==> config.mk <==
export PLATFORM = sky130hd
export DESIGN_NAME = sifhTop
export DESIGN_NICKNAME = d
export VERILOG_FILES = /design/src/sifhPkg.sv /design/src/eventGate.sv /design/src/histogramMemory.sv /design/src/peakDetector.sv /design/src/sifhControl.sv /design/src/sifhTop.sv
export SDC_FILE = /design/constraint.sdc
export NUM_CORES = 2
export LEC_CHECK = 0
export BUFFER_PORTS_ARGS = -buffer_cell sky130_fd_sc_hd__buf_2
export CORE_AREA = 2 2 400 402
export CTS_BUF_LIST = sky130_fd_sc_hd__clkbuf_2 sky130_fd_sc_hd__clkbuf_4 sky130_fd_sc_hd__clkbuf_8
export DETAILED_ROUTE_END_ITERATION = 10
export DIE_AREA = 0 0 402 404
export GPL_TIMING_DRIVEN = 0
export PLACE_DENSITY = 0.57
export SLEW_MARGIN = 15
export SYNTH_ARGS = -nofsm -noshare
export SYNTH_HDL_FRONTEND = slang
export SYNTH_SLANG_ARGS = --single-unit
==> constraint.sdc <==
create_clock -name clk -period 8.73 [get_ports clk]
set_input_delay 0 -clock clk [delete_from_list [all_inputs] [get_ports clk]]
set_output_delay 0 -clock clk [all_outputs]
set_load 0.1 [all_outputs]
==> src/sifhPkg.sv <==
`default_nettype none

package sifhPkg;

    // raw timestamp from the pixel front end
    localparam int TS_WIDTH = 12;

    // histogram address width
    // coarse bin = top bits, fine bin = bottom bits
    localparam int BIN_WIDTH = 6;

    // one histogram entry per bin address
    localparam int NUM_BINS = 64;

    // per-bin event count, saturating
    localparam int COUNT_WIDTH = 21;

    // timestamps taken per pass
    localparam int ACQ_WIDTH = 16;

    typedef logic [TS_WIDTH-1:0] timestampT;
    typedef logic [BIN_WIDTH-1:0] binT;
    typedef logic [COUNT_WIDTH-1:0] countT;
    typedef logic [ACQ_WIDTH-1:0] acqLenT;

    // pass sequencing states of sifhControl
    typedef enum logic [2:0] {
        stIdle,
        stClear,
        stAccum,
        stDrain,
        stScan,
        stSettle,
        stResult
    } ctrlStateT;

endpackage

`default_nettype wire

==> src/eventGate.sv <==
`timescale 1ns/10ps
`default_nettype none

module eventGate import sifhPkg::*; (
    input  wire logic      clk,
    input  wire logic      reset,
    input  wire logic      enable,
    input  wire acqLenT    acqLength,
    input  wire logic      passFine,
    input  wire binT       coarsePeak,
    input  wire timestampT ts,
    input  wire logic      tsValid,
    output logic           tsReady,
    output logic           acqFinish,
    output logic           incValid,
    output binT            incBin
);

    // timestamps taken so far in this pass
    acqLenT takenCount;
    // pass length, frozen while the gate is open
    acqLenT lenReg;
    logic   take;
    binT    coarseBin;
    binT    fineBin;
    logic   inPeak;

    // open only during accumulate and until the pass is full
    assign tsReady = enable && (takenCount < lenReg);
    assign take    = tsValid && tsReady;

    // pulse on the transfer that fills the pass
    assign acqFinish = take && (acqLenT'(takenCount + 1'b1) == lenReg);

    // bin split of the timestamp
    assign coarseBin = ts[TS_WIDTH-1 -: BIN_WIDTH];
    assign fineBin   = ts[BIN_WIDTH-1:0];

    // fine pass keeps only hits inside the coarse peak
    assign inPeak = (coarseBin == coarsePeak);

    always_ff @(posedge clk or negedge reset) begin
        if (!reset) begin
            takenCount <= '0;
            lenReg     <= '0;
            incValid   <= 1'b0;
        end else begin
            if (!enable) begin
                // gate closed, so the next rising enable starts from zero
                takenCount <= '0;
                lenReg     <= acqLength;
            end else if (take) begin
                takenCount <= takenCount + 1'b1;
            end
            // dropped fine-pass hits still count toward the length above
            incValid <= take && (!passFine || inPeak);
        end
    end

    // bin address registered alongside incValid
    always_ff @(posedge clk) begin
        if (take) begin
            incBin <= passFine ? fineBin : coarseBin;
        end
    end

endmodule

`default_nettype wire

==> src/histogramMemory.sv <==
`timescale 1ns/10ps
`default_nettype none

module histogramMemory import sifhPkg::*; (
    input  wire logic  clk,
    input  wire logic  reset,
    input  wire logic  clearEn,
    input  wire binT   clearBin,
    input  wire logic  incValid,
    input  wire binT   incBin,
    input  wire logic  scanEn,
    input  wire binT   scanBin,
    output logic       scanValid,
    output binT        scanBinOut,
    output countT      scanCount
);

    // count storage, one write port
    countT mem [NUM_BINS];

    // increment read stage
    logic  s1Valid;
    binT   s1Bin;
    countT rdData;

    // copy of the last write, for back-to-back hits
    logic  fwdValid;
    binT   fwdBin;
    countT fwdData;

    countT baseCount;
    countT nextCount;
    logic  wrEn;
    binT   wrBin;
    countT wrData;

    // stage one: read the current count of the hit bin
    always_ff @(posedge clk or negedge reset) begin
        if (!reset) begin
            s1Valid <= 1'b0;
        end else begin
            s1Valid <= incValid && !clearEn;
        end
    end

    always_ff @(posedge clk) begin
        s1Bin  <= incBin;
        rdData <= mem[incBin];
    end

    // the read above missed a write landing on the same edge
    always_comb begin
        if (fwdValid && (fwdBin == s1Bin)) begin
            baseCount = fwdData;
        end else begin
            baseCount = rdData;
        end
    end

    // hold at all ones
    assign nextCount = (&baseCount) ? baseCount : countT'(baseCount + 1'b1);

    // clear sweep has the port, increments never overlap it
    assign wrEn   = clearEn || s1Valid;
    assign wrBin  = clearEn ? clearBin : s1Bin;
    assign wrData = clearEn ? '0 : nextCount;

    // stage two: write back
    always_ff @(posedge clk) begin
        if (wrEn) begin
            mem[wrBin] <= wrData;
        end
    end

    always_ff @(posedge clk or negedge reset) begin
        if (!reset) begin
            fwdValid <= 1'b0;
        end else begin
            fwdValid <= wrEn;
        end
    end

    always_ff @(posedge clk) begin
        fwdBin  <= wrBin;
        fwdData <= wrData;
    end

    // scan read-out, address delayed to line up with data
    always_ff @(posedge clk or negedge reset) begin
        if (!reset) begin
            scanValid <= 1'b0;
        end else begin
            scanValid <= scanEn;
        end
    end

    always_ff @(posedge clk) begin
        scanBinOut <= scanBin;
        scanCount  <= mem[scanBin];
    end

endmodule

`default_nettype wire

==> src/peakDetector.sv <==
`timescale 1ns/10ps
`default_nettype none

module peakDetector import sifhPkg::*; (
    input  wire logic  clk,
    input  wire logic  reset,
    input  wire logic  scanValid,
    input  wire binT   scanBin,
    input  wire countT scanCount,
    output binT        peakBin,
    output countT      peakCount
);

    // bin zero opens a new scan
    logic restart;
    // strictly greater, so ties keep the lower bin
    logic greater;

    assign restart = (scanBin == '0);
    assign greater = (scanCount > peakCount);

    // running maximum over the scan
    always_ff @(posedge clk or negedge reset) begin
        if (!reset) begin
            peakBin   <= '0;
            peakCount <= '0;
        end else if (scanValid) begin
            if (restart || greater) begin
                // first entry seeds the max, even a zero count
                peakBin   <= scanBin;
                peakCount <= scanCount;
            end
        end
    end

endmodule

`default_nettype wire

==> src/sifhControl.sv <==
`timescale 1ns/10ps
`default_nettype none

module sifhControl import sifhPkg::*; (
    input  wire logic   clk,
    input  wire logic   reset,
    input  wire logic   start,
    input  wire acqLenT acqLength,
    output logic        busy,
    input  wire logic   tsReady,
    output logic        gateEnable,
    output logic        passFine,
    output binT         coarsePeak,
    input  wire logic   acqFinish,
    output logic        clearEn,
    output binT         clearBin,
    output logic        scanEn,
    output binT         scanBin,
    input  wire binT    peakBin,
    input  wire countT  peakCount,
    output logic        resultValid,
    input  wire logic   resultReady,
    output binT         peakCoarse,
    output binT         peakFine,
    output countT       peakCountOut
);

    ctrlStateT state;
    // shared address for the clear and scan sweeps
    binT       sweepAddr;
    // drain wait, three cycles
    logic [1:0] drainCnt;
    acqLenT    acqLenReg;
    // high the cycle after settle, peak detector output is final
    logic      latchNow;
    logic      sweepLast;
    logic      emptyPass;

    assign sweepLast = &sweepAddr;

    // zero length pass, gate never opens
    assign emptyPass = (acqLenReg == '0) && !tsReady;

    assign busy       = (state != stIdle);
    assign gateEnable = (state == stAccum);
    assign clearEn    = (state == stClear);
    assign clearBin   = sweepAddr;
    assign scanEn     = (state == stScan);
    assign scanBin    = sweepAddr;

    // coarse result is also the fine pass filter
    assign peakCoarse = coarsePeak;

    always_ff @(posedge clk or negedge reset) begin
        if (!reset) begin
            state       <= stIdle;
            sweepAddr   <= '0;
            drainCnt    <= '0;
            acqLenReg   <= '0;
            passFine    <= 1'b0;
            latchNow    <= 1'b0;
            resultValid <= 1'b0;
        end else begin
            latchNow <= (state == stSettle);
            case (state)
                stIdle: begin
                    // start only seen here
                    if (start) begin
                        acqLenReg <= acqLength;
                        passFine  <= 1'b0;
                        sweepAddr <= '0;
                        state     <= stClear;
                    end
                end
                stClear: begin
                    // wraps back to zero for the scan
                    sweepAddr <= sweepAddr + 1'b1;
                    if (sweepLast) begin
                        state <= stAccum;
                    end
                end
                stAccum: begin
                    if (acqFinish || emptyPass) begin
                        drainCnt <= '0;
                        state    <= stDrain;
                    end
                end
                stDrain: begin
                    // gate register, RAM read, RAM write
                    drainCnt <= drainCnt + 1'b1;
                    if (drainCnt == 2'd2) begin
                        state <= stScan;
                    end
                end
                stScan: begin
                    sweepAddr <= sweepAddr + 1'b1;
                    if (sweepLast) begin
                        state <= stSettle;
                    end
                end
                stSettle: begin
                    // last scan count reaches the detector here
                    if (passFine) begin
                        state <= stResult;
                    end else begin
                        passFine <= 1'b1;
                        state    <= stClear;
                    end
                end
                stResult: begin
                    if (latchNow) begin
                        resultValid <= 1'b1;
                    end else if (resultValid && resultReady) begin
                        resultValid <= 1'b0;
                        state       <= stIdle;
                    end
                end
                default: begin
                    state <= stIdle;
                end
            endcase
        end
    end

    // peak capture, coarse while the fine clear sweep runs
    always_ff @(posedge clk or negedge reset) begin
        if (!reset) begin
            coarsePeak   <= '0;
            peakFine     <= '0;
            peakCountOut <= '0;
        end else if (latchNow) begin
            if (state == stResult) begin
                peakFine     <= peakBin;
                peakCountOut <= peakCount;
            end else begin
                coarsePeak <= peakBin;
            end
        end
    end

endmodule

`default_nettype wire

==> src/sifhTop.sv <==
`timescale 1ns/10ps
`default_nettype none

module sifhTop import sifhPkg::*; (
    input  wire logic      clk,
    input  wire logic      reset,
    input  wire logic      start,
    input  wire acqLenT    acqLength,
    input  wire timestampT ts,
    input  wire logic      tsValid,
    output logic           tsReady,
    output logic           resultValid,
    input  wire logic      resultReady,
    output binT            peakCoarse,
    output binT            peakFine,
    output countT          peakCount,
    output logic           busy
);

    // control to gate
    logic  gateEnable;
    logic  passFine;
    binT   coarsePeak;
    logic  acqFinish;

    // gate to memory
    logic  incValid;
    binT   incBin;

    // control to memory
    logic  clearEn;
    binT   clearBin;
    logic  scanEn;
    binT   scanBin;

    // memory to detector
    logic  scanValid;
    binT   scanBinOut;
    countT scanCount;

    // detector back to control
    binT   detPeakBin;
    countT detPeakCount;

    sifhControl sifhControl_i (
        .clk          (clk),
        .reset        (reset),
        .start        (start),
        .acqLength    (acqLength),
        .busy         (busy),
        .tsReady      (tsReady),
        .gateEnable   (gateEnable),
        .passFine     (passFine),
        .coarsePeak   (coarsePeak),
        .acqFinish    (acqFinish),
        .clearEn      (clearEn),
        .clearBin     (clearBin),
        .scanEn       (scanEn),
        .scanBin      (scanBin),
        .peakBin      (detPeakBin),
        .peakCount    (detPeakCount),
        .resultValid  (resultValid),
        .resultReady  (resultReady),
        .peakCoarse   (peakCoarse),
        .peakFine     (peakFine),
        .peakCountOut (peakCount)
    );

    eventGate eventGate_i (
        .clk        (clk),
        .reset      (reset),
        .enable     (gateEnable),
        .acqLength  (acqLength),
        .passFine   (passFine),
        .coarsePeak (coarsePeak),
        .ts         (ts),
        .tsValid    (tsValid),
        .tsReady    (tsReady),
        .acqFinish  (acqFinish),
        .incValid   (incValid),
        .incBin     (incBin)
    );

    histogramMemory histogramMemory_i (
        .clk        (clk),
        .reset      (reset),
        .clearEn    (clearEn),
        .clearBin   (clearBin),
        .incValid   (incValid),
        .incBin     (incBin),
        .scanEn     (scanEn),
        .scanBin    (scanBin),
        .scanValid  (scanValid),
        .scanBinOut (scanBinOut),
        .scanCount  (scanCount)
    );

    peakDetector peakDetector_i (
        .clk       (clk),
        .reset     (reset),
        .scanValid (scanValid),
        .scanBin   (scanBinOut),
        .scanCount (scanCount),
        .peakBin   (detPeakBin),
        .peakCount (detPeakCount)
    );

endmodule

`default_nettype wire

Yosys cells after proc, flatten, opt, wreduce, memory -nomap -nowiden

Memories as Yosys holds them, arrays and structs flattened. A register that Yosys moved wholly into a read port is not among the register bits.
Index checks and enable logic that the tools add are counted.

Add/subtract/negate cells: 4
Order comparisons: 2
Equality and inequality tests: 18
Mux-type cells: 26
Bitwise gates (word level): 1
Reductions and logical operators: 35

Operators with widths:

| cell                                                                   | number |
|---|---|
| 21-bit 2-to-1 mux                                                      | 3 |
| 16-bit 2-to-1 mux                                                      | 2 |
| 3-bit 2-to-1 mux                                                       | 8 |
| 21-bit by 1-bit adder with 21-bit output (second input constant)       | 1 |
| 21-bit > comparator                                                    | 1 |
| 3-bit one-hot mux with 7 select lines                                  | 1 |
| 21-bit AND reduction                                                   | 1 |
| 6-bit 2-to-1 mux                                                       | 3 |
| 16-bit by 1-bit adder with 16-bit output (second input constant)       | 1 |
| 16-bit equality test                                                   | 1 |
| 16-bit zero test                                                       | 1 |
| 16-bit less-than comparator                                            | 1 |
| 2-bit AND reduction                                                    | 8 |
| 6-bit equality test                                                    | 2 |
| 2-bit != test (second input constant)                                  | 6 |
| 6-bit one-hot mux with 2 select lines                                  | 1 |
| 3-bit equality test (second input constant)                            | 3 |
| 1-bit logical AND                                                      | 8 |
| 2-bit nonzero test                                                     | 4 |
| 7-bit AND reduction                                                    | 1 |
| 6-bit by 1-bit adder with 6-bit output (second input constant)         | 1 |
| 3-bit by 2-bit equality test with 1-bit output (second input constant) | 2 |
| 6-bit zero test                                                        | 1 |
| 6-bit AND reduction                                                    | 1 |
| 14 further kinds                                                       | 24 |

Bits in registers: 171
Memory bits (writable): 1344
Input bits: 33
Output and inout bits: 36
Word-level logic and storage cells: 110
Memories kept: 1

Memory list:

| name                  | words | width | rd ports | clocked after Yosys merged registers in | wr ports | line                  | source |
|---|---|---|---|---|---|---|---|
| histogramMemory_i.mem | 64    | 21    | 2        | 2                                       | 1        | histogramMemory.sv:19 | `countT mem [NUM_BINS];` |

Longest topological paths before layout

Word-level depth: 7
Depth in mapped cells: 13
Gate-level depth less buffers: 10

Hierarchy

A second synthesis with hierarchy kept.

Cells, all modules: 3610
Area, all modules: 71862.7 µm²

By module, submodules not included:

| module          | times used | cells an instance | area an instance (µm²) | sequential area each (µm²) |
|---|---|---|---|---|
| histogramMemory | 1          | 2911              | 64523.1                | 42055.3 |
| sifhControl     | 1          | 215               | 2798.9                 | 1576.5 |
| eventGate       | 1          | 266               | 2645.0                 | 1006.0 |
| peakDetector    | 1          | 218               | 1895.6                 | 675.6 |

Least setup slack after synthesis

Ideal clock, no wire load.

Kind: register to register
Start: register histogramMemory_i.s1Bin[5]
End: memory histogramMemory_i.mem[0][15] (netlist name) (data pin)
Setup time: 0.775 ns
Arrival time: 5.660 ns
Data required time: 7.955 ns
Setup slack: 2.295 ns
Cell stages (with the launch flop): 14
Path buffers: 3
Period minus slack after synthesis: 6.435 ns
Path through: dfxtp_1 xor2_1 or3_1 buf_4 nor2_1 buf_2 mux2_2 ha_1 o221a_2 and3_1 buf_4 a211oi_4 a31oi_1 a311oi_1

Word-level cells in the longest chain between the ends: 6
Elaborated cells on any way between the ends: 7
Those cells by class: add/sub (1); eq/ne (1); mux (3); reduce/logical (2)

Ends and longest elaborated chain:

| element                                                                          | line                  | source |
|---|---|---|
| start, declared                                                                  | histogramMemory.sv:23 | `binT s1Bin;` |
| start signal, assigned                                                           | histogramMemory.sv:47 | `s1Bin <= incBin;` |
| 6-bit equality test (*)                                                          | histogramMemory.sv:53 | `if (fwdValid && (fwdBin == s1Bin)) begin` |
| 1-bit logical AND (*)                                                            | histogramMemory.sv:53 |  |
| 21-bit 2-to-1 mux (*)                                                            | histogramMemory.sv:53 |  |
| 21-bit by 1-bit adder with 21-bit output or 21-bit AND reduction (tied branches) | histogramMemory.sv:61 | `assign nextCount = (&baseCount) ? baseCount : countT'(baseCount + 1'b1);` |
| 21-bit 2-to-1 mux (*)                                                            | histogramMemory.sv:61 |  |
| 21-bit 2-to-1 mux (*)                                                            | histogramMemory.sv:66 | `assign wrData = clearEn ? '0 : nextCount;` |
| named net histogramMemory_i.wrData[15]                                           | histogramMemory.sv:35 | `countT wrData;` |
| end, declared                                                                    | histogramMemory.sv:19 |  |

The timed path passes the listed nets; every way through them passes the cells marked *.

Final worst setup path

Start: register histogramMemory_i.s1Bin[1]
End: memory histogramMemory_i.mem[47][15] (netlist name) (data pin)

The elaborated chain is that of the path after synthesis.

==> flow_metrics.env <==
export IMPL_start_util=0.449
export IMPL_slew_headroom=0.144
export IMPL_synth_nets=3497
export IMPL_cellLeakagePower_nw=26.9
export IMPL_maxCapViolations=0
export IMPL_min_path_type="primary input to async pin"
export IMPL_htree_levels=5
export IMPL_ys_top_cells_by_count="edfxtp_1 (1350), mux4_2 (882), clkbuf_1 (150)"
export IMPL_fin_worst_skew_ns=0.0845
export IMPL_wirelength_um=239000
export IMPL_period_share=0.590
export IMPL_rows=146
export IMPL_grt_pass1_vias=42200
export IMPL_post_cts_buffers=0
export IMPL_antenna_found_initial=32
export IMPL_timing_rr_end="histogramMemory_i.mem[47][15]$_DFFE_PP_"
export IMPL_period_needed_ns=5.15
export IMPL_ios=69
export IMPL_max_freq_mhz=194
export IMPL_num_fill_cells=12300
export IMPL_layout_nets=4040
export IMPL_cts_buffer_depth=4
export IMPL_dp_cells=5685
export IMPL_path_class="flop to flop"
export IMPL_worst_slack_ns=3.58
export IMPL_setup_worst_path_start="histogramMemory_i.s1Bin[1]$_DFF_P_"
export IMPL_netlist_cell_type_count=63
export IMPL_avgRoutedWirePerCell_um=38.2
export IMPL_track_usage=0.296
export IMPL_postSynthCellCount=3423
export IMPL_grt_pass1_wl_um=329000
export IMPL_clock_latency_ns=1.02
export IMPL_worst_pin_slew_ns=1.28
export IMPL_hold_viol=0
export IMPL_drive_gt1_frac=0.418
export IMPL_drcViolationCount=0
export IMPL_whs_ns=0.111
export IMPL_postRouteAntennaNets=0
export IMPL_power_density_mw_per_mm2=343
export IMPL_ir_drop_uv=221
export IMPL_outcome="complete, no violations"
export IMPL_ys_seq_elements=1557
export IMPL_io_buffers=68
export IMPL_place_hpwl_um=173000
export IMPL_async_flop_share=0.0809
export IMPL_crit_arrival_ns=5.95
export IMPL_netlist_area_mm2=0.0709
export IMPL_fp_dieW_um=402
export IMPL_seq_area_frac_synth=0.640
export IMPL_clkTransAtPathRegs_ns=0.06
export IMPL_clock_sinks=1557
export IMPL_ys_warn_count=0
export IMPL_die_area_mm2=0.162
export IMPL_synth_top_cell_area_share=0.572
export IMPL_worstReg2RegStart="histogramMemory_i.s1Bin[1]$_DFF_P_"
export IMPL_core_area_mm2=0.158
export IMPL_grt_max_degree=88
export IMPL_die_h_um=404
export IMPL_cts_root_buffer="clkbuf_8"
export IMPL_rsz0062_at_grt="false"
export IMPL_start_kind="flop"
export IMPL_grt_remaining_overflow=0
export IMPL_cp_max_fo=20
export IMPL_setup_violations=0
export IMPL_tns_ns=0
export IMPL_drt_iter0_drc=6129
export IMPL_fin_cells=6244
export IMPL_place_gp_congestion=0.942
export IMPL_drt_first_pass_iters=6
export IMPL_synth_edf_count=1350
export IMPL_hold_buffers=66
export IMPL_viasPerCell=6.59
export IMPL_setup_worst_path_end="histogramMemory_i.mem[47][15]$_DFFE_PP_"
export IMPL_reg2reg_slack_ns=3.58
export IMPL_synth_top_cells_by_area="edfxtp_1 (57%), mux4_2 (28%), dfrtp_1 (4.4%)"
export IMPL_cts_resized=0
export IMPL_yosys_area_top_type="edfxtp_1"
export IMPL_cp_end_kind="flop"
export IMPL_syn_avg_cell_area_um2=20.7
export IMPL_via_count=41200
export IMPL_cp_required_ns=9.53
export IMPL_yosysMostFrequentCell="edfxtp_1"
export IMPL_cts_buffers=284
export IMPL_tritoncts="done"
export IMPL_maxSlewViolCount=0
export IMPL_synth_ff_type="edfxtp_1"
export IMPL_synthToLayoutAreaGrowth_pct=17.2
export IMPL_reg2reg_depth=14
export IMPL_place_ws_ns=3.63
==> metal layers <==
layer  GRT usage  vias up  wire, µm
met5           0        -        94
met4       0.157       12     13800
met3      0.0894      551     26900
met2       0.446     2557    108000
met1       0.391    22200     89400
li1            -    15900         -
==> state kept, by name (all words and copies together), names as in the netlist, 2 cells and up <==
name / count
sifhControl_i.clearBin: 6
peakDetector_i.peakBin: 6
peakDetector_i.peakCount: 21
sifhControl_i.state: 3
eventGate_i.takenCount: 16
sifhControl_i.peakFine: 6
histogramMemory_i.scanBinOut: 6
sifhControl_i.peakCountOut: 21
eventGate_i.incBin: 6
histogramMemory_i.rdData: 21
sifhControl_i.coarsePeak: 6
histogramMemory_i.mem: 1344
sifhControl_i.acqLenReg: 16
eventGate_i.lenReg: 16
sifhControl_i.drainCnt: 2
histogramMemory_i.scanCount: 21
histogramMemory_i.fwdBin: 6
histogramMemory_i.s1Bin: 6
histogramMemory_i.fwdData: 21
==> cells in the final DEF (no fill, tap or decap), drive strengths merged, types with 22 or more instances in the layout <==
| master | count |
|---|---|
| dfrtp | 126 |
| xor2 | 22 |
| nand2 | 99 |
| nor2 | 117 |
| mux4 | 882 |
| a21oi | 29 |
| nand3 | 29 |
| dfxtp | 81 |
| buf | 252 |
| clkbuf | 554 |
| clkinv | 91 |
| edfxtp | 1350 |
| inv | 55 |
| mux2 | 71 |
| o21ai | 81 |
| ha | 41 |
| dlygate4sd3 | 65 |
==> worst min-delay path by stage <==
stage,end,slack [ns],cells past startpoint
2_1_floorplan,eventGate_i.incValid$_DFF_PN0_,-0.30,0
3_3_place_gp,eventGate_i.lenReg[4]$_DFFE_PN0N_,0.23,3
3_5_place_dp,sifhControl_i.acqLenReg[2]$_DFFE_PN0P_,-0.05,1
4_1_cts,eventGate_i.takenCount[0]$_DFFE_PN0P_,0.002,4
5_1_grt,sifhControl_i.acqLenReg[4]$_DFFE_PN0P_,0.09,4
6_report,sifhControl_i.acqLenReg[6]$_DFFE_PN0P_,0.11,4
==> power breakdown <==
| group | internal (mW) | leakage, nW | switching [mW] |
|---|---|---|---|
| logic | 4.16 | 9.60 | 7.36 |
| clock network | 3.55 | 2.77 | 3.02 |
| registers | 10.1 | 14.5 | 0.310 |
==> cell type report <==
class                   instances  area [µm²]  share of cell area
inverters                      55         206             0.00249
repair buffers                257        3600              0.0433
diodes                         14        35.0            0.000422
clock buffers                 380        4720              0.0569
well taps                    2072        2590              0.0312
plain buffers                 234         968              0.0117
multi-input cells            1577       25100               0.302
clock inverters                98         484             0.00583
flip-flops and latches       1557       45300               0.546
==> stage by stage <==
step,total power [mW],utilization,cell area [µm²]
finish,28.5,0.526,83000
global route,29.3,0.526,83000
CTS,28.4,0.525,82900
detailed placement,21.8,0.488,77000
global placement,21.0,0.468,73800
floorplan,16.5,-,70900
==> worst max-delay path: stages (launching register included) <==
cell and delay, ns:
dfxtp_1 0.32, xnor2_1 0.24, nand4_1 0.52, nor2_1 0.31, buf_2 0.36, mux2_2 0.41, ha_1 0.27, o221a_2 0.16
and3_1 0.18, buf_4 0.17, a211oi_4 0.42, a31oi_1 0.21, a311oi_4 0.88, buf_8 0.27, buf_6 0.21
==> logic make-up (layout without fill, tap and decap cells) <==
kind of cell               after synthesis  after routing  synth area share
buffers and inverters                  289           1024            0.0156
adders and majority gates               41             41           0.00724
muxes                                  969            969             0.294
xor gates and xnor gates                42             42           0.00519
AOI/OAI and AO/OA                      176            176            0.0156
DFF                                   1557           1557             0.640
and+or+nand+nor                        349            349            0.0230
other                                    0             14                 0
Power figures use the tool's default switching activity.
